===== src/source/flush_fifo.sv =====
`timescale 1ns/1ps
`default_nettype none

module flush_fifo #(
    parameter int unsigned Depth = 2,
    parameter type payload_t = logic
) (
    input  wire logic     clk_i,
    input  wire logic     rst_ni,
    input  wire logic     w_i,
    output logic          wok_o,
    input  wire payload_t wdata_i,
    input  wire logic     r_i,
    output logic          rok_o,
    output payload_t      rdata_o
);

    localparam int unsigned PtrWidth = (Depth > 1) ? $clog2(Depth) : 1;
    localparam int unsigned CntWidth = $clog2(Depth + 1);

    payload_t            buf_q [Depth];
    logic [PtrWidth-1:0] wptr_q;
    logic [PtrWidth-1:0] rptr_q;
    logic [CntWidth-1:0] cnt_q;
    logic                push;
    logic                pop;

    assign wok_o = (cnt_q != CntWidth'(Depth));
    assign rok_o = (cnt_q != '0);
    assign push = w_i & wok_o;
    assign pop = r_i & rok_o;
    assign rdata_o = buf_q[rptr_q];

    always_ff @(posedge clk_i or negedge rst_ni) begin
        if (!rst_ni) begin
            wptr_q <= '0;
            rptr_q <= '0;
            cnt_q <= '0;
        end else begin
            if (push) begin
                wptr_q <= (wptr_q == PtrWidth'(Depth - 1)) ? '0 : wptr_q + 1'b1;
            end
            if (pop) begin
                rptr_q <= (rptr_q == PtrWidth'(Depth - 1)) ? '0 : rptr_q + 1'b1;
            end
            cnt_q <= cnt_q + CntWidth'(push) - CntWidth'(pop);
        end
    end

    always_ff @(posedge clk_i) begin
        if (push) begin
            buf_q[wptr_q] <= wdata_i;
        end
    end

    // Producers and consumers must honour the flags
    a_no_overflow: assert property (@(posedge clk_i) disable iff (!rst_ni) w_i |-> wok_o)
        else $error("flush_fifo: write while full");
    a_no_underflow: assert property (@(posedge clk_i) disable iff (!rst_ni) r_i |-> rok_o)
        else $error("flush_fifo: read while empty");

endmodule

`default_nettype wire


===== config.mk =====
export PLATFORM = sky130hd
export DESIGN_NAME = flush_fifo
export DESIGN_NICKNAME = d
export VERILOG_FILES = /design/src/source/flush_fifo.sv
export SDC_FILE = /design/constraint.sdc
export NUM_CORES = 1
export LEC_CHECK = 0
export BUFFER_PORTS_ARGS = -buffer_cell sky130_fd_sc_hd__buf_2
export CORE_AREA = 2 2 39 41
export DETAILED_ROUTE_END_ITERATION = 8
export DIE_AREA = 0 0 41 43
export GPL_TIMING_DRIVEN = 0
export PLACE_DENSITY_LB_ADDON = 0.25
export SLEW_MARGIN = 40
export SYNTH_ARGS = -nofsm -noshare
export SYNTH_HDL_FRONTEND = slang
export SYNTH_SLANG_ARGS = --single-unit

===== constraint.sdc =====
create_clock -name clk_i -period 1.7 [get_ports clk_i]
set_clock_uncertainty 0.1 [all_clocks]
set_input_delay 0.34 -clock clk_i [delete_from_list [all_inputs] [get_ports clk_i]]
set_output_delay 0.34 -clock clk_i [all_outputs]
set_load 0.01 [all_outputs]

==> metrics.txt <==
Antenna Nets Post-Route=0; PwrDens=1940 mW/mm2; worst setup margin=0.0108 ns; IO Pins=8; Worst Hold Class=in -> reg; Routability Congestion=0.693; top fanout value on the critical path=2; post-synth cell types=13; critical path class=reg -> reg; P_leak=0.191 nW; clock buffer count from CTS=3; Critical Path RT=1.77 ns; DR DRC count=0; post-DP HPWL=352 um; Nets=43; Seq/Total Area, Yosys=59.3%; crit path capture type=flop; initial core utilization=19.5%; Hold Vio Cnt, Final=0; number of global-route vias before repair=225; Clk Latency, worst-skew pair=0.25 ns; Clock transition at path regs=0.05 ns; Ant. Diodes=0; final setup fails=0; wirelength, routed=537 um; status=finished, final reports clean; Final Total Pwr=831 uW; fin crit share=99.4%; grt total ovfl=0; synthesis-to-finish area growth=58.8%; Max Slew Vio Count=0; unrepaired setup endpoints after global routing=yes; WL/cell=10.5 um; total track usage=8.10%; crit start category=flop; Slew headroom=90.5%; first-pass GRT wire length=855 um; starting DRC count in detailed routing=1; Via density=3.88; max-cap check violation count=0; Die ar.=0.00176 mm2; arrival time worst endpoint=1.76 ns; Post-Synthesis Cells=20; post-synth net total=27; fin crit period=1.69 ns; Die Ht=43 um; layout cell share with drive strength beyond 1=62.9%; worst vdd ir=0.551 mV; FP Rows=14; Worst-Margin Slew=0.142 ns; FF+latch count, synth=6; DIE WIDTH=41 um; largest net degree at the start of global routing=5; clock tree buffer depth=2; most frequent cells in the layout=buf_2 (7), dfrtp_1 (4), clkbuf_4 (3), buf_4 (3); pre-CTS WS=-0.0664 ns; via count=198; clock sinks=6; Mapped Area=270 um2; Yosys Warn Count=0; TritonCTS clock tree=yes; area of the core=0.00138 mm2; most common cell after layout, fill and taps aside=buf_2; initial antenna violation count=0; H-tree depth=1; Initial DRT Pass Iterations=3; Syn Area/Cell=13.5 um2; PortBufs=7; Root Driver=clkbuf_4; Max Freq=592 MHz
==> per-stage QoR <==
| stage | util, % | TNS [ns] | area, um2 | std cells | hold WS, ns |
|---|---|---|---|---|---|
| finish | 31.0 | 0 | 429 | 51 | 0.177 |
| global route | 31.0 | -0.0656 | 429 | 51 | 0.176 |
| CTS | 31.0 | -0.00428 | 429 | 51 | 0.171 |
| detailed placement | 23.9 | -0.0664 | 330 | 43 | 0.0553 |
| global placement | 23.9 | -0.0112 | 330 | 43 | 0.0503 |
| floorplan | - | -0.00369 | 275 | 20 | -0.0556 |
==> final timing paths <==
check	start	to	slack, ns	cells after the start
worst max-delay path	cnt_q[0]	cnt_q[1]	0.01	7
max in group asynchronous	rst_ni	cnt_q[1]	1.03	2
worst max register to register	cnt_q[0]	cnt_q[1]	0.01	7
worst min register to register	rptr_q	rptr_q	0.38	1
worst min-delay path	wdata_i	buf_q[1]	0.18	1
min in group asynchronous	rst_ni	wptr_q	0.34	2
==> cell usage after synthesis <==
cell type | n | area share [%]
inv_1 | 1 | 1.4
edfxtp_1 | 2 | 22
xor2_1 | 1 | 3.2
or2_1 | 1 | 2.3
xnor2_1 | 3 | 9.7
ha_1 | 2 | 9.3
dfrtp_1 | 4 | 37
nand2_1 | 1 | 1.4
and3_1 | 1 | 2.3
and2_4 | 1 | 3.2
mux2_2 | 1 | 4.2
nor2_1 | 1 | 1.4
nand2b_1 | 1 | 2.3
==> cell families after synthesis <==
family,Yosys count,synth area share (%)
flops,6,59.3
simple gates,6,13.0
xor+xnor,4,13.0
mux,1,4.17
fa+ha+maj,2,9.26
buf+inv,1,1.39
==> report_power, final <==
part | switching [mW] | internal [mW] | leakage (nW) | total (mW)
Sequential | 0.0365 | 0.217 | 0.0652 | 0.254
Combinational | 0.178 | 0.247 | 0.111 | 0.425
Clock | 0.0623 | 0.0896 | 0.0150 | 0.152
Total | 0.277 | 0.554 | 0.191 | 0.831
==> layout make-up <==
class                           count  area, um2
Tap cell                           16       20.0
Timing Repair Buffer               11       67.6
Fill cell                         144        955
Inverter                            1       3.75
Clock buffer                        4       26.3
Sequential cell                     6        160
Multi-Input combinational cell     13        151
==> flip-flops by register name, indices dropped and copies added, names as in the netlist <==
| register | cells |
|---|---|
| cnt_q | 2 |
| buf_q | 2 |
| rptr_q | 1 |
| wptr_q | 1 |
==> routing by layer <==
| metal | global-route usage [%] | share of wire, % | vias up |
|---|---|---|---|
| met5 | 0 | 0 | - |
| met4 | 10.0 | 0 | 0 |
| met3 | 3.14 | 4.7 | 0 |
| met2 | 11.3 | 53 | 4 |
| met1 | 7.59 | 42 | 98 |
| li1 | - | - | 96 |
==> critical path: stages (launching register included) <==
cell	delay, ns
dfrtp_1	0.38
or2_4	0.25
and2_4	0.15
ha_4	0.25
inv_2	0.03
ha_4	0.15
xnor2_2	0.12
xnor2_1	0.17
==> repair_timing <==
| action | 4_1_cts | 5_1_grt |
|---|---|---|
| hold endpoints to repair | 4 | 0 |
| setup buffers | 3 | 0 |
| pin swaps | 5 | 4 |
| hold buffers | 1 | 0 |
| endpoints found under the setup margin | 1 | 1 |
| gates resized for setup | 6 | 0 |
(Power assumes the default switching activity.)
