<file path="config.mk">
export PLATFORM = sky130hd
export DESIGN_NAME = flush_data_array
export DESIGN_NICKNAME = d
export VERILOG_FILES = /design/src/source/flush_pkg.sv /design/src/source/flush_data_array.sv
export SDC_FILE = /design/constraint.sdc
export NUM_CORES = 2
export LEC_CHECK = 0
export ABC_AREA = 0
export BUFFER_PORTS_ARGS = -buffer_cell sky130_fd_sc_hd__clkbuf_2
export CELL_PAD_IN_SITES_DETAIL_PLACEMENT = 1
export CELL_PAD_IN_SITES_GLOBAL_PLACEMENT = 1
export CORE_UTILIZATION = 40
export CTS_BUF_LIST = sky130_fd_sc_hd__clkbuf_8 sky130_fd_sc_hd__clkbuf_16
export DETAILED_ROUTE_END_ITERATION = 6
export PLACE_DENSITY_LB_ADDON = 0.1
export SLEW_MARGIN = 20
export SYNTH_ARGS = -nofsm -noshare
export SYNTH_HDL_FRONTEND = slang
export SYNTH_SLANG_ARGS = --single-unit
</file>
<file path="constraint.sdc">
create_clock -name clk_i -period 4.99 [get_ports clk_i]
set_input_delay 0.2495 -clock clk_i [delete_from_list [all_inputs] [get_ports clk_i]]
set_output_delay 0.2495 -clock clk_i [all_outputs]
set_load 0.01 [all_outputs]
</file>
<file path="src/source/flush_pkg.sv">
`default_nettype none

package flush_pkg;

    // Cache geometry
    localparam int unsigned SetWidth = 4;
    localparam int unsigned Ways = 2;
    localparam int unsigned ClOffsetWidth = 4;
    localparam int unsigned NlineWidth = 28;
    localparam int unsigned AccessWidth = 64;
    localparam int unsigned AccessPerLine = 2;
    localparam int unsigned AccIdxWidth = $clog2(AccessPerLine);

    // Memory side
    localparam int unsigned MemDataWidth = 32;
    localparam int unsigned FlitsPerLine = 4;
    localparam int unsigned MemIdWidth = 4;
    localparam int unsigned MemLenWidth = 8;
    localparam int unsigned MemAddrWidth = NlineWidth + ClOffsetWidth;

    typedef logic [NlineWidth-1:0] nline_t;
    typedef logic [SetWidth-1:0] set_t;
    typedef logic [Ways-1:0] way_vec_t;
    typedef logic [AccIdxWidth-1:0] acc_idx_t;
    typedef logic [AccessWidth-1:0] access_data_t;
    typedef logic [MemDataWidth-1:0] mem_data_t;
    typedef logic [MemIdWidth-1:0] mem_id_t;
    typedef logic [MemLenWidth-1:0] mem_len_t;
    typedef logic [MemAddrWidth-1:0] mem_addr_t;

    typedef struct packed {
        set_t         set;
        way_vec_t     way;
        acc_idx_t     acc;
        access_data_t data;
    } fill_req_t;

    typedef struct packed {
        mem_addr_t addr;
        mem_len_t  len;
        mem_id_t   id;
    } mem_wreq_t;

    typedef struct packed {
        mem_data_t data;
        logic      last;
    } mem_wdata_t;

    typedef struct packed {
        mem_id_t id;
    } mem_wresp_t;

    // One access word on its way to the resizer
    typedef struct packed {
        access_data_t data;
        logic         last;
    } acc_word_t;

endpackage

`default_nettype wire

</file>
<file path="src/source/flush_data_array.sv">
`timescale 1ns/1ps
`default_nettype none

module flush_data_array (
    input  wire logic                 clk_i,
    input  wire logic                 fill_valid_i,
    input  wire flush_pkg::fill_req_t fill_i,
    input  wire logic                 rd_i,
    input  wire flush_pkg::set_t      rd_set_i,
    input  wire flush_pkg::way_vec_t  rd_way_i,
    input  wire flush_pkg::acc_idx_t  rd_acc_i,
    output flush_pkg::access_data_t   rd_data_o
);

    import flush_pkg::*;

    localparam int unsigned NumSets = 1 << SetWidth;

    access_data_t mem_q [NumSets][Ways][AccessPerLine];
    access_data_t rd_word;

    // Fill writes every way selected in the vector
    always_ff @(posedge clk_i) begin
        if (fill_valid_i) begin
            for (int w = 0; w < Ways; w++) begin
                if (fill_i.way[w]) begin
                    mem_q[fill_i.set][w][fill_i.acc] <= fill_i.data;
                end
            end
        end
    end

    // One-hot way mux
    always_comb begin
        rd_word = '0;
        for (int w = 0; w < Ways; w++) begin
            if (rd_way_i[w]) begin
                rd_word = mem_q[rd_set_i][w][rd_acc_i];
            end
        end
    end

    // Output holds its word until the next read
    always_ff @(posedge clk_i) begin
        if (rd_i) begin
            rd_data_o <= rd_word;
        end
    end

endmodule

`default_nettype wire

</file>
==> out/results.txt <==
status = complete, no violations
first-pass GRT wire length = 669,600 µm
setup_tns = 0 ps
num rows = 229
Final Net Count = 7,221
post-synthesis net count = 6,662
share of cells above drive strength 1 = 29.25%
register area share after synthesis = 79.64%
top-count cell post-synth = edfxtp_1
placed cell areas = 166,300 µm²
number of synthesized flops with an enable pin = 4,160
FF+latch area = 124,900 µm²
Max Slew Vio Count = 0
area added between synthesis and finish = 15.11%
multi-input logic area = 30,690 µm²
RSZ-0062 raised after global routing = no
Post-Synthesis Cells = 6,581
Post-synth top cells = edfxtp_1, mux4_2, nor2_1, o22ai_1, clkbuf_1
WHS = 15.09 ps
hpwl dp = 267,000 µm
crit-path max FO = 17
Global Route Usage Sum = 24.57%
Final Non-Filler Cells = 12,700
Hold Path Depth = 1
Worst Hold Class = in -> reg
Post-synth ARST share = 0%
Max Root-Sink Buffers = 4
core box area = 389,700 µm²
Post-Layout Inst Area = 180,600 µm²
placed instance count = 11,860
count of different cell masters after synthesis = 30
count of final hold-check violations = 0
fmax = 386.4 MHz
largest net degree at the start of global routing = 91
CP max stage cell = nor2_4
P_leak = 0.05655 µW
die area = 394,600 µm²
TritonCTS clock tree = built
total gr overflow = 0
I/O pins = 145
Clock Sinks = 4,160
RePlAce Congestion = 0.7532
Fillers = 34,440
Least-Margin Pin Slew = 1128 ps
CP Class = in -> reg
clock-pin slew on the worst setup and hold paths = 60 ps
Setup Fix Bufs, Post-CTS = 0
post-DR wirelength/cell = 38.53 µm
number of hold buffers added after CTS = 14
Initial DRC Count = 8,524
Final period util = 51.86%
#FFs+latches synth = 4,160
Final ANT Viol Nets = 0
worst vdd rail ir drop = 0.0003041 V
average cell area after synthesis = 23.83 µm²
Worst EP required = 5600 ps
Final Power = 73,930 µW
Synth top area share = 79.64%
H-tree levels = 5
Routed WL = 489,300 µm
CP Capture Type = register
Critical Path AT = 3200 ps
critical-path cell list = dlygate4sd3_1, clkbuf_2, nor2b_1, nand2_1, nor2_4, buf_4
detailed-route via count = 76,230
CTS Buf Count = 437
met3 Use GR = 3.505%
drt pass-1 iters = 5
Via density = 6.004
synth warn = 0
die width = 628.2 µm
DRC violations left = 0
M1 GR Usage = 34.50%
Slew HR = 24.79%
PD cells = 409.5 nW/µm²
# resized after CTS = 0
Skew-Pair Late Insertion Delay = 1000 ps
Main synth FF type = edfxtp_1
height of the die = 628.2 µm
Starting Density = 40.25%
Max-Cap Viols = 0
crit path time final = 2588 ps
Root Buffer = clkbuf_16
Setup-failing EPs final = 0
met2 Use GR = 40.99%
area leader, netlist = edfxtp_1
worst reg-to-reg setup slack = 2800 ps
critical path launch point type = input pin
Mapped Area = 156,900 µm²
max incr delay on CP = 830 ps
most used routing layer = met2
R2R depth = 5
initial antenna violation count = 33
vias in the first global route = 79,220
clk_skew = 39.58 ps
IO buf count = 144
cells taking the most area after synthesis = edfxtp_1, mux4_2, mux2i_1, o22ai_1, nor2_1
[flip-flops by register name (all words and copies together) (netlist names)]
| name | flops |
|---|---|
| rd_data_o | 64 |
| mem_q | 4096 |
[metal layers]
layer	share of wire (%)	wire length (µm)
met1	42	207500
met5	0.0055	27
met2	49	241500
met3	5.9	28780
met4	2.3	11450
[metrics by stage]
| stage | util [%] | setup slack (ps) |
|---|---|---|
| 3_3_place_gp | 42.68 | 1766 |
| 3_5_place_dp | 42.68 | 1744 |
| 4_1_cts | 46.25 | 2411 |
| 5_1_grt | 46.33 | 2350 |
| 6_report | 46.33 | 2402 |
| 2_1_floorplan | - | 1036 |
[worst max-delay path: cells and delay by family]
family | cells | cell delay [ps]
simple gates | 3 | 1480
buf+inv | 3 | 1370
[power by group]
part	total, µW	switching (µW)	internal [µW]
logic	3470	2200	1270
registers	38900	130	38800
clock network	31600	13600	18000
total	73900	15900	58000
[final cells by class]
cell class | count | share of cell area (%)
Antenna cell | 7 | 0.009702
Clock buffer | 444 | 6.154
Clock inverter | 348 | 1.467
Multi-Input combinational cell | 2050 | 17.00
Sequential cell | 4160 | 69.19
Tap cell | 5197 | 3.601
Timing Repair Buffer | 491 | 2.582
[final timing paths]
path | startpoint | end
max | fill_i[67] | mem_q[9][64]$_DFFE_PP_
min | fill_i[2] | mem_q[10][66]$_DFFE_PP_
max reg2reg | mem_q[6][161]$_DFFE_PP_ | rd_data_o[33]$_DFFE_PP_
min reg2reg | mem_q[2][200]$_DFFE_PP_ | rd_data_o[8]$_DFFE_PP_
[placed cells by master, fill, tap and decap left out, types with 62 or more instances in the layout]
cell type,n
buf_12,90
edfxtp_1,4160
buf_4,244
mux4_2,1024
clkinv_1,104
clkinv_2,91
mux2i_1,128
o21ai_0,62
nor2_1,130
clkbuf_16,444
a21oi_1,64
o22ai_1,192
clkbuf_2,82
inv_1,92
nor2_4,65
a22o_1,79
[kinds of logic (layout without fill, tap and decap cells)]
group | count (synthesis) | count (layout) | synth area share (%)
AOI/OAI and AO/OA | 640 | 640 | 3.014
buffers and inverters | 371 | 1283 | 1.157
DFF | 4160 | 4160 | 79.64
muxes | 1152 | 1152 | 15.52
other | 0 | 7 | 0
and+or+nand+nor | 258 | 258 | 0.6677
(Power assumes the default switching activity.)
