===== config.mk =====
export PLATFORM = sky130hd
export DESIGN_NAME = flush_resize
export DESIGN_NICKNAME = d
export VERILOG_FILES = /design/src/source/flush_pkg.sv /design/src/source/flush_fifo.sv /design/src/source/flush_resize.sv
export SDC_FILE = /design/constraint.sdc
export NUM_CORES = 1
export LEC_CHECK = 0
export BUFFER_PORTS_ARGS = -buffer_cell sky130_fd_sc_hd__buf_4
export CORE_MARGIN = 4
export CORE_UTILIZATION = 45
export DETAILED_ROUTE_END_ITERATION = 6
export PLACE_DENSITY = 0.67
export RECOVER_POWER = 50
export SYNTH_ARGS = -nofsm -noshare
export SYNTH_HDL_FRONTEND = slang
export SYNTH_HIERARCHICAL = 1
export SYNTH_SLANG_ARGS = --single-unit

===== constraint.sdc =====
create_clock -name clk_i -period 9.1 [get_ports clk_i]
set_input_delay 0.91 -clock clk_i [delete_from_list [all_inputs] [get_ports clk_i]]
set_output_delay 0.91 -clock clk_i [all_outputs]
set_load 0.02 [all_outputs]

===== src/source/flush_pkg.sv =====
`default_nettype none

package flush_pkg;

    // Cache geometry
    localparam int unsigned SetWidth = 4;
    localparam int unsigned Ways = 2;
    localparam int unsigned ClOffsetWidth = 4;
    localparam int unsigned NlineWidth = 28;
    localparam int unsigned AccessWidth = 64;
    localparam int unsigned AccessPerLine = 2;
    localparam int unsigned AccIdxWidth = $clog2(AccessPerLine);

    // Memory side
    localparam int unsigned MemDataWidth = 32;
    localparam int unsigned FlitsPerLine = 4;
    localparam int unsigned MemIdWidth = 4;
    localparam int unsigned MemLenWidth = 8;
    localparam int unsigned MemAddrWidth = NlineWidth + ClOffsetWidth;

    typedef logic [NlineWidth-1:0] nline_t;
    typedef logic [SetWidth-1:0] set_t;
    typedef logic [Ways-1:0] way_vec_t;
    typedef logic [AccIdxWidth-1:0] acc_idx_t;
    typedef logic [AccessWidth-1:0] access_data_t;
    typedef logic [MemDataWidth-1:0] mem_data_t;
    typedef logic [MemIdWidth-1:0] mem_id_t;
    typedef logic [MemLenWidth-1:0] mem_len_t;
    typedef logic [MemAddrWidth-1:0] mem_addr_t;

    typedef struct packed {
        set_t         set;
        way_vec_t     way;
        acc_idx_t     acc;
        access_data_t data;
    } fill_req_t;

    typedef struct packed {
        mem_addr_t addr;
        mem_len_t  len;
        mem_id_t   id;
    } mem_wreq_t;

    typedef struct packed {
        mem_data_t data;
        logic      last;
    } mem_wdata_t;

    typedef struct packed {
        mem_id_t id;
    } mem_wresp_t;

    // One access word on its way to the resizer
    typedef struct packed {
        access_data_t data;
        logic         last;
    } acc_word_t;

endpackage

`default_nettype wire


===== src/source/flush_fifo.sv =====
`timescale 1ns/1ps
`default_nettype none

module flush_fifo #(
    parameter int unsigned Depth = 2,
    parameter type payload_t = logic
) (
    input  wire logic     clk_i,
    input  wire logic     rst_ni,
    input  wire logic     w_i,
    output logic          wok_o,
    input  wire payload_t wdata_i,
    input  wire logic     r_i,
    output logic          rok_o,
    output payload_t      rdata_o
);

    localparam int unsigned PtrWidth = (Depth > 1) ? $clog2(Depth) : 1;
    localparam int unsigned CntWidth = $clog2(Depth + 1);

    payload_t            buf_q [Depth];
    logic [PtrWidth-1:0] wptr_q;
    logic [PtrWidth-1:0] rptr_q;
    logic [CntWidth-1:0] cnt_q;
    logic                push;
    logic                pop;

    assign wok_o = (cnt_q != CntWidth'(Depth));
    assign rok_o = (cnt_q != '0);
    assign push = w_i & wok_o;
    assign pop = r_i & rok_o;
    assign rdata_o = buf_q[rptr_q];

    always_ff @(posedge clk_i or negedge rst_ni) begin
        if (!rst_ni) begin
            wptr_q <= '0;
            rptr_q <= '0;
            cnt_q <= '0;
        end else begin
            if (push) begin
                wptr_q <= (wptr_q == PtrWidth'(Depth - 1)) ? '0 : wptr_q + 1'b1;
            end
            if (pop) begin
                rptr_q <= (rptr_q == PtrWidth'(Depth - 1)) ? '0 : rptr_q + 1'b1;
            end
            cnt_q <= cnt_q + CntWidth'(push) - CntWidth'(pop);
        end
    end

    always_ff @(posedge clk_i) begin
        if (push) begin
            buf_q[wptr_q] <= wdata_i;
        end
    end

    // Producers and consumers must honour the flags
    a_no_overflow: assert property (@(posedge clk_i) disable iff (!rst_ni) w_i |-> wok_o)
        else $error("flush_fifo: write while full");
    a_no_underflow: assert property (@(posedge clk_i) disable iff (!rst_ni) r_i |-> rok_o)
        else $error("flush_fifo: read while empty");

endmodule

`default_nettype wire


===== src/source/flush_resize.sv =====
`timescale 1ns/1ps
`default_nettype none

module flush_resize (
    input  wire logic                clk_i,
    input  wire logic                rst_ni,
    input  wire logic                w_i,
    output logic                     wok_o,
    input  wire flush_pkg::acc_word_t wdata_i,
    input  wire logic                r_i,
    output logic                     rok_o,
    output flush_pkg::mem_data_t     rdata_o
);

    import flush_pkg::*;

    acc_word_t head;
    logic      half_q;
    logic      pop;

    // Word buffer between the array read and the memory flits
    flush_fifo #(
        .Depth     (2),
        .payload_t (acc_word_t)
    ) word_fifo_i (
        .clk_i,
        .rst_ni,
        .w_i,
        .wok_o,
        .wdata_i,
        .r_i     (pop),
        .rok_o,
        .rdata_o (head)
    );

    // Low half goes out first
    assign rdata_o = half_q ? head.data[AccessWidth-1 -: MemDataWidth]
                            : head.data[MemDataWidth-1:0];

    // Head word retires once its upper half is taken
    assign pop = r_i & rok_o & half_q;

    always_ff @(posedge clk_i or negedge rst_ni) begin
        if (!rst_ni) begin
            half_q <= 1'b0;
        end else if (r_i && rok_o) begin
            half_q <= ~half_q;
        end
    end

endmodule

`default_nettype wire


==> metrics.txt <==
status=complete, but fails checks; failing checks=max-capacitance violations, max-slew violations; cell area after synthesis=5580 um^2; launch point of the worst path=half_q; Final Skew=6.78 ps; Max-Slew Margin vs Limit=-14.3%; gr ovfl total=0; clock sink count=133; Fin. Hold Viols=0; Die ar.=14200 um^2; Register Area=3970 um^2; Multi-input gate area=1480 um^2; post-CTS sizing=0; wire per inst=16.3 um; RSZ-0062 raised after global routing=no; crit path to=rdata_o[4]; Max rail drop VDD=0.303 mV; Final Max Slew Viols=55; Die W=119 um; Starting Density=46.2%; H-tree levels=4; worst-margin pin slew=1710 ps; Combinational Power Share=36.1%; Post-CTS Setup Inserts=0; fin nets=443; post-route minimum period=3830 ps; Iteration-0 DRC Markers=114; layout cells sized above 1=54.4%; R2R depth=7; NetSw=714 uW; via count=2657; setup TNS=0 ps; CTS clk-pin slew, worst paths=50 ps; Static Leak=2.64 nW; setup ws final=5270 ps; setup violators final=0; kind of critical path=flop to output pin; clk buf depth=2; IO Pins=103; Synth Area per Inst=21.4 um^2; CTS tree=built; row count=40; crit path DAT=2920 ps; critical path peak fanout=20; number of I/O port buffers=101; post-synthesis net count=331; Worst EP required=8190 ps; vias in the first global route=2944; r2r endpoint=word_fifo_i/cnt_q[1]; root buffer cell=clkbuf_16; reg2reg setup slack=5970 ps; R2R Path Start=half_q; Ant. Diodes=0; gr usage total=13.7%; drt total wl=9.04 mm; Vias per Instance=4.80; Hold Path Class=input port to async pin; switching portion of total power=29.7%; fmax=261 MHz; P_int=1.69 mW; cts bufs inserted=17; Antenna Nets Post-Route=0; startpoint types=flop; residual DRC count=0; fillcell total=943; sequential power share=40.3%; Pre-antenna DRT Iters=4; clk_lat worst skew=410 ps; Final Cycle Share=42.1%; initial antenna violation count=0; max cap viols=2; Ys Warns=6; pre-CTS WS=6130 ps; PwrDens=349 nW/um^2; first-pass GRT wire length=14.6 mm; GPL Wtd Cong=0.724; share of total power in the clock network=23.6%; Die Y-Extent=119 um; CP Capture Type=output pin; area delta synth->final=23.3%; core area=12100 um^2; post-DP HPWL=5.61 mm; pin count of the biggest net entering global routing=66; cts hold-fix bufs=0; Post-Synthesis Cells=261
[power by group through the flow]
stage / logic [mW] / registers, mW / clock network [mW]
CTS: 0.885 / 0.974 / 0.584
global placement: 0.874 / 0.975 / 0
global route: 0.923 / 0.991 / 0.614
finish: 0.867 / 0.968 / 0.566
floorplan: 0.741 / 0.889 / 0
detailed placement: 0.883 / 0.985 / 0
[sequential cells by signal, indices dropped and copies added (netlist names)]
signal	flops
word_fifo_i/cnt_q	2
word_fifo_i/wptr_q	1
half_q	1
word_fifo_i/buf_q	128
word_fifo_i/rptr_q	1
[layer usage]
metal | global-route usage (%) | wire (um) | vias to the layer above
met1 | 15.4 | 3770 | 1314
met3 | 5.84 | 562 | 15
met2 | 22.7 | 4540 | 79
li1 | - | - | 1249
met4 | 6.23 | 166 | 0
met5 | 0 | 0 | -
[through the flow]
stage          cell area, um^2  power [mW]  utilization [%]  hold WS [ps]  cells
6_report                  6870        2.40             57.0           348    554
5_1_grt                   6870        2.53             57.0           338    554
4_1_cts                   6940        2.44             57.5           271    554
3_5_place_dp              6450        1.87             53.5           539    522
3_3_place_gp              6450        1.85             53.5           528    522
2_1_floorplan             5580        1.63                -           460    261
[cell type report]
type                            count  share of cell area, %
Clock buffer                       25                   6.63
Clock inverter                      7                  0.473
Tap cell                          168                   3.06
Multi-Input combinational cell    117                   21.6
Sequential cell                   133                   57.8
Timing Repair Buffer              104                   10.5
[placed cells by master, fill, tap and decap left out, types with 3 or more instances in the layout]
cell	count
clkbuf_16	17
edfxtp_1	128
dfrtp_1	3
xnor2_1	4
clkinv_2	5
nand2_1	3
mux2_2	28
mux2_4	68
clkbuf_1	24
clkbuf_4	50
buf_4	38
[how the worst min path moves through the flow]
stage	endpoint	slack, ps	from
CTS	word_fifo_i/cnt_q[1]	270	rst_ni
global placement	word_fifo_i/wptr_q	530	word_fifo_i/wptr_q
floorplan	word_fifo_i/wptr_q	460	word_fifo_i/wptr_q
finish	word_fifo_i/cnt_q[0]	350	rst_ni
detailed placement	word_fifo_i/wptr_q	540	word_fifo_i/wptr_q
global route	word_fifo_i/wptr_q	340	rst_ni
[worst max-delay path, stage by stage, from the launching register on]
cell	delay [ps]
dfrtp_2	680
clkbuf_1	1280
mux2_4	360
buf_4	160
Note: power is estimated with default switching activity, not from simulation.
