===== config.mk =====
export PLATFORM = sky130hd
export DESIGN_NAME = flush_ctrl
export DESIGN_NICKNAME = d
export VERILOG_FILES = /design/src/source/flush_pkg.sv /design/src/source/flush_ctrl.sv
export SDC_FILE = /design/constraint.sdc
export NUM_CORES = 1
export LEC_CHECK = 0
export ABC_AREA = 0
export BUFFER_PORTS_ARGS = -buffer_cell sky130_fd_sc_hd__buf_2
export CAP_MARGIN = 20
export CELL_PAD_IN_SITES_DETAIL_PLACEMENT = 1
export CELL_PAD_IN_SITES_GLOBAL_PLACEMENT = 2
export CORE_AREA = 5 5 159 161
export CTS_CLUSTER_SIZE = 10
export DETAILED_ROUTE_END_ITERATION = 10
export DIE_AREA = 0 0 164 166
export PLACE_DENSITY = 0.93
export SYNTH_ARGS = -nofsm -noshare
export SYNTH_HDL_FRONTEND = slang
export SYNTH_SLANG_ARGS = --single-unit

===== constraint.sdc =====
create_clock -name clk_i -period 7.1 [get_ports clk_i]
set_clock_uncertainty 0.2 [all_clocks]
set_input_delay 0.71 -clock clk_i [delete_from_list [all_inputs] [get_ports clk_i]]
set_output_delay 0.71 -clock clk_i [all_outputs]
set_load 0.02 [all_outputs]

===== src/source/flush_pkg.sv =====
`default_nettype none

package flush_pkg;

    // Cache geometry
    localparam int unsigned SetWidth = 4;
    localparam int unsigned Ways = 2;
    localparam int unsigned ClOffsetWidth = 4;
    localparam int unsigned NlineWidth = 28;
    localparam int unsigned AccessWidth = 64;
    localparam int unsigned AccessPerLine = 2;
    localparam int unsigned AccIdxWidth = $clog2(AccessPerLine);

    // Memory side
    localparam int unsigned MemDataWidth = 32;
    localparam int unsigned FlitsPerLine = 4;
    localparam int unsigned MemIdWidth = 4;
    localparam int unsigned MemLenWidth = 8;
    localparam int unsigned MemAddrWidth = NlineWidth + ClOffsetWidth;

    typedef logic [NlineWidth-1:0] nline_t;
    typedef logic [SetWidth-1:0] set_t;
    typedef logic [Ways-1:0] way_vec_t;
    typedef logic [AccIdxWidth-1:0] acc_idx_t;
    typedef logic [AccessWidth-1:0] access_data_t;
    typedef logic [MemDataWidth-1:0] mem_data_t;
    typedef logic [MemIdWidth-1:0] mem_id_t;
    typedef logic [MemLenWidth-1:0] mem_len_t;
    typedef logic [MemAddrWidth-1:0] mem_addr_t;

    typedef struct packed {
        set_t         set;
        way_vec_t     way;
        acc_idx_t     acc;
        access_data_t data;
    } fill_req_t;

    typedef struct packed {
        mem_addr_t addr;
        mem_len_t  len;
        mem_id_t   id;
    } mem_wreq_t;

    typedef struct packed {
        mem_data_t data;
        logic      last;
    } mem_wdata_t;

    typedef struct packed {
        mem_id_t id;
    } mem_wresp_t;

    // One access word on its way to the resizer
    typedef struct packed {
        access_data_t data;
        logic         last;
    } acc_word_t;

endpackage

`default_nettype wire


===== src/source/flush_ctrl.sv =====
`timescale 1ns/1ps
`default_nettype none

module flush_ctrl #(
    parameter int unsigned FlushEntries = 4
) (
    input  wire logic                    clk_i,
    input  wire logic                    rst_ni,

    input  wire logic                    flush_alloc_i,
    input  wire flush_pkg::nline_t       flush_alloc_nline_i,
    input  wire flush_pkg::way_vec_t     flush_alloc_way_i,
    output logic                         flush_alloc_ready_o,
    output logic                         flush_empty_o,
    output logic                         flush_full_o,
    output logic                         flush_busy_o,

    input  wire flush_pkg::nline_t       flush_check_nline_i,
    output logic                         flush_check_hit_o,
    output logic                         flush_ack_o,
    output flush_pkg::nline_t            flush_ack_nline_o,

    output logic                         rd_o,
    output flush_pkg::set_t              rd_set_o,
    output flush_pkg::way_vec_t          rd_way_o,
    output flush_pkg::acc_idx_t          rd_acc_o,
    input  wire flush_pkg::access_data_t rd_data_i,

    output logic                         meta_w_o,
    input  wire logic                    meta_wok_i,
    output flush_pkg::mem_wreq_t         meta_o,

    output logic                         rs_w_o,
    input  wire logic                    rs_wok_i,
    output flush_pkg::acc_word_t         rs_wdata_o,

    input  wire logic                    flit_rok_i,
    input  wire flush_pkg::mem_data_t    flit_i,
    input  wire logic                    mem_wdata_ready_i,
    output logic                         mem_wdata_valid_o,
    output flush_pkg::mem_wdata_t        mem_wdata_o,

    input  wire logic                    mem_wresp_valid_i,
    input  wire flush_pkg::mem_wresp_t   mem_wresp_i,
    output logic                         mem_wresp_ready_o
);

    import flush_pkg::*;

    localparam int unsigned IdxWidth = (FlushEntries > 1) ? $clog2(FlushEntries) : 1;
    localparam int unsigned FlitCntWidth = (FlitsPerLine > 1) ? $clog2(FlitsPerLine) : 1;

    typedef enum logic {
        IDLE,
        SEND
    } state_e;

    state_e                  state_q, state_d;
    acc_idx_t                acc_q, acc_d;
    logic [FlushEntries-1:0] dir_valid_q;
    nline_t                  dir_nline_q [FlushEntries];
    set_t                    set_q;
    way_vec_t                way_q;
    set_t                    alloc_set;
    logic [IdxWidth-1:0]     free_ptr;
    logic [IdxWidth-1:0]     ack_ptr;
    logic [FlushEntries-1:0] alloc_bv;
    logic [FlushEntries-1:0] ack_bv;
    logic [FlushEntries-1:0] check_bv;
    logic                    accept;
    logic                    eol;
    logic [FlitCntWidth-1:0] flit_cnt_q;
    logic                    flit_last;

    assign flush_full_o = &dir_valid_q;
    assign flush_empty_o = ~(|dir_valid_q);
    assign flush_busy_o = (state_q == SEND);
    assign flush_alloc_ready_o = (state_q == IDLE) & ~flush_full_o & meta_wok_i & rs_wok_i;

    assign accept = flush_alloc_i & flush_alloc_ready_o;
    assign alloc_set = flush_alloc_nline_i[SetWidth-1:0];
    assign eol = (acc_q == AccIdxWidth'(AccessPerLine - 1));

    // Lowest free directory slot
    always_comb begin
        free_ptr = '0;
        for (int i = FlushEntries - 1; i >= 0; i--) begin
            if (!dir_valid_q[i]) begin
                free_ptr = IdxWidth'(i);
            end
        end
    end

    // Read sequencer issues the first read in the accepting cycle
    always_comb begin
        state_d = state_q;
        acc_d = acc_q;
        rd_o = 1'b0;
        rd_set_o = set_q;
        rd_way_o = way_q;
        rd_acc_o = acc_q + 1'b1;
        rs_w_o = 1'b0;
        case (state_q)
            IDLE: begin
                if (accept) begin
                    rd_o = 1'b1;
                    rd_set_o = alloc_set;
                    rd_way_o = flush_alloc_way_i;
                    rd_acc_o = '0;
                    acc_d = '0;
                    state_d = SEND;
                end
            end
            SEND: begin
                rs_w_o = rs_wok_i;
                if (rs_wok_i) begin
                    if (eol) begin
                        state_d = IDLE;
                    end else begin
                        rd_o = 1'b1;
                        acc_d = acc_q + 1'b1;
                    end
                end
            end
            default: state_d = IDLE;
        endcase
    end

    assign rs_wdata_o = '{data: rd_data_i, last: eol};

    // Request leaves with the directory slot as its ID
    assign meta_w_o = accept;
    assign meta_o = '{
        addr: {flush_alloc_nline_i, {ClOffsetWidth{1'b0}}},
        len:  mem_len_t'(FlitsPerLine - 1),
        id:   mem_id_t'(free_ptr)
    };

    // Flit counter marks the end of each line
    assign flit_last = (flit_cnt_q == FlitCntWidth'(FlitsPerLine - 1));
    assign mem_wdata_valid_o = flit_rok_i;
    assign mem_wdata_o = '{data: flit_i, last: flit_last};

    assign mem_wresp_ready_o = 1'b1;
    assign ack_ptr = IdxWidth'(mem_wresp_i.id);
    assign flush_ack_o = mem_wresp_valid_i;
    assign flush_ack_nline_o = dir_nline_q[ack_ptr];

    for (genvar i = 0; i < FlushEntries; i++) begin : gen_entry
        assign alloc_bv[i] = accept & (free_ptr == IdxWidth'(i));
        assign ack_bv[i] = mem_wresp_valid_i & (ack_ptr == IdxWidth'(i));
        assign check_bv[i] = (dir_nline_q[i] == flush_check_nline_i);
    end

    // Lines being acknowledged no longer count as pending
    assign flush_check_hit_o = |(dir_valid_q & ~ack_bv & check_bv);

    always_ff @(posedge clk_i or negedge rst_ni) begin
        if (!rst_ni) begin
            state_q <= IDLE;
            acc_q <= '0;
            dir_valid_q <= '0;
            flit_cnt_q <= '0;
        end else begin
            state_q <= state_d;
            acc_q <= acc_d;
            dir_valid_q <= (dir_valid_q & ~ack_bv) | alloc_bv;
            if (mem_wdata_valid_o && mem_wdata_ready_i) begin
                flit_cnt_q <= flit_last ? '0 : flit_cnt_q + 1'b1;
            end
        end
    end

    always_ff @(posedge clk_i) begin
        if (accept) begin
            dir_nline_q[free_ptr] <= flush_alloc_nline_i;
            set_q <= alloc_set;
            way_q <= flush_alloc_way_i;
        end
    end

    // Memory only answers requests that are still in flight
    a_resp_known_id: assert property (@(posedge clk_i) disable iff (!rst_ni)
        mem_wresp_valid_i |-> dir_valid_q[ack_ptr])
        else $error("flush_ctrl: write response for a free directory entry");

endmodule

`default_nettype wire


==> reports/results.tsv <==
stage	metric	value	unit
die	Die X	164	um
die	core area	0.0238	mm2
setup_path	CP Capture Type	output pin	
yosys	Mapped Avg Cell Area	13.1	um2
clock_network	Post-CTS Setup Bufs	0	
clock_network	Num Clock Sinks	126	
final_layout	Synth-to-Final Area Change	6.63	%
global_route	initial antenna violation count	4	
yosys	number of synthesized register bits	126	
die	# IOs	354	
setup_path	worst-path maximum fanout	30	
final_layout	number of nets in the layout	720	
global_route	first-pass GRT wire length	27400	um
sta	Setup WS post-layout	3.66	ns
clock_network	CTS hold repair buffers	1	
placement	Placement Setup Slack	3.65	ns
yosys	Area contributors post-synth	edfxtp_1 (47%), buf_4 (15%), xnor2_1 (14%)	
yosys	synth unique cells	37	
final_layout	most common cell after layout, fill and taps aside	buf_2	
setup_path	Required @ worst endpoint	6.19	ns
pwr	PwrDens	263	mW/mm2
setup_path	worst setup path class	input port to output pin	
sta	Worst Tran Pin Value	0.859	ns
clock_network	clk root buf	clkbuf_16	
global_route	largest net degree at the start of global routing	32	
yosys	synthesized area	0.00719	mm2
final_layout	layout cells sized above 1	39.2	%
sta	Final Hold Viols	0	
pwr	Max VDD drop	154	uV
setup_path	CP startpoint kind	input port	
sta	total negative setup slack	0	ns
route	# DRC	0	
route	drt first pass iters	4	
global_route	vias in the first global route	4416	
clock_network	clock slew at reported path FFs	0.05	ns
setup_path	crit path DAT	2.53	ns
route	Via density	4.57	
placement	hpwl dp	13800	um
clock_network	Num CTS Buffers	17	
placement	gpl congestion	0.774	
route	First DRT Iteration DRCs	236	
placement	dpl cells	857	
route	Post-Route WL	18500	um
sta	fin crit share	48.4	%
die	Initial Util	30.2	%
yosys	sequential fraction of the synthesis area	51.3	%
sta	Max Fclk	291	MHz
status	outcome	finished, final reports clean	
yosys	area leader, netlist	edfxtp_1	
sta	Setup-failing EPs final	0	
final_layout	most frequent cells in the layout	buf_2 (144), edfxtp_1 (112), xnor2_1 (111), mux4_2 (28), nand4_1 (28)	
min_path	Min-Delay Path Class	register to register	
die	Die H	166	um
yosys	Cells after Synth	549	
pwr	leak pwr	2.71	nW
die	Std-Cell Rows	57	
clock_network	CTS H-tree lvls	4	
run	max_cap viols	0	
route	average routed wire per standard cell	20.8	um
clock_network	CTS tree	done	
sta	Final min period	3.44	ns
clock_network	worst-skew pair later-pin latency	0.42	ns
route	vias	4061	
sta	Slew Viols, Final	0	
final_layout	Diodes inserted	0	
die	Die ar.	0.0272	mm2
clock_network	Gates resized, CTS repair	0	
sta	RSZ-0062 raised after global routing	no	
clock_network	deepest clock path buffer count	2	
final_layout	Layout Cells excl Fill	888	
global_route	GRT overflow	0	
route	post-route ant nets	0	
yosys	synth warn	0	
global_route	GRT Total Usage	13.7	%
sta	slew margin rel.	42.7	%
yosys	post-synth top area share	46.8	%
placement	I/O Buffers	144	
-- sequential cells by signal, summed over array words and instances, names as in the netlist --
register	flops
set_q	4
flit_cnt_q	2
acc_q	1
flush_busy_o	1
dir_nline_q	112
dir_valid_q	4
way_q	2
-- metrics by stage --
stage                     power (mW)  instance area, um2  hold slack (ns)  utilization, %
after floorplan                 1.25                7240            0.214               -
after global placement          1.27                7140            0.229            30.0
after detailed placement        1.28                7140            0.235            30.0
after CTS                       2.04                7660            0.249            32.2
after global routing            2.11                7660            0.278            32.2
final                           2.02                7660            0.245            32.2
-- cell usage after synthesis, drive strengths merged --
cell    instances
nor2            6
edfxtp        112
or2             2
o21ai           8
buf           155
a21oi           2
inv             3
ha              1
a21boi          1
dfxtp           6
nand4b          1
clkbuf         23
a22oi           2
conb            2
nor3            2
mux2            1
nor4            9
a21o            1
mux4           28
dfrtp           8
nand2          31
nand4          28
nor3b           1
o21a            1
xnor2         112
nand2b          3
-- worst max-delay path, cell delays in order --
cell and delay [ns]:
buf_2 0.64, nand2b_1 0.24, o21ai_0 0.15, nor4_1 0.36, a22oi_1 0.14, nand2_1 0.08, buf_2 0.19
-- metal layers --
metal | global-route usage, % | vias to the layer above | share of wire [%]
met2 | 22.3 | 221 | 49
met4 | 4.16 | 8 | 1.5
met5 | 0 | - | 0.29
li1 | - | 1771 | -
met3 | 5.26 | 31 | 9.2
met1 | 16.8 | 2030 | 40
-- final timing paths --
| kind | cells after the start | slack [ns] | end | start |
|---|---|---|---|---|
| setup / recovery | 7 | 3.66 | flush_check_hit_o | mem_wresp_i[1] |
| hold / removal | 2 | 0.24 | set_q[3] | set_q[3] |
| setup reg to reg | 4 | 4.99 | dir_nline_q[2][1] | flush_busy_o |
| hold reg to reg | 2 | 0.24 | set_q[3] | set_q[3] |
| max in group asynchronous | 2 | 6.06 | dir_valid_q[2] | rst_ni |
| min in group asynchronous | 2 | 0.46 | flit_cnt_q[0] | rst_ni |
-- area by class of cell --
type / count / area, um2
Multi-Input combinational cell: 255 / 2280
Timing Repair Buffer: 150 / 768
Sequential cell: 126 / 3680
Clock inverter: 11 / 77.6
Clock buffer: 19 / 433
Fill cell: 2634 / 16200
Tap cell: 324 / 405
Inverter: 3 / 18.8
-- power breakdown --
group | switching, mW | internal, mW
Combinational | 0.228 | 0.137
Sequential | 0.0352 | 0.862
Clock | 0.290 | 0.467
Total | 0.553 | 1.47
-- logic make-up after synthesis --
group / Yosys count / share of synthesized area, %
buffers and inverters: 181 / 17.9
flip-flops: 126 / 51.3
XOR/XNOR: 112 / 13.8
AND/OR/NAND/NOR: 83 / 6.55
multiplexers: 29 / 8.93
AO/OA/AOI/OAI: 15 / 1.32
other: 2 / 0.104
adder cells (fa/ha/maj): 1 / 0.174
(Power assumes the default switching activity.)
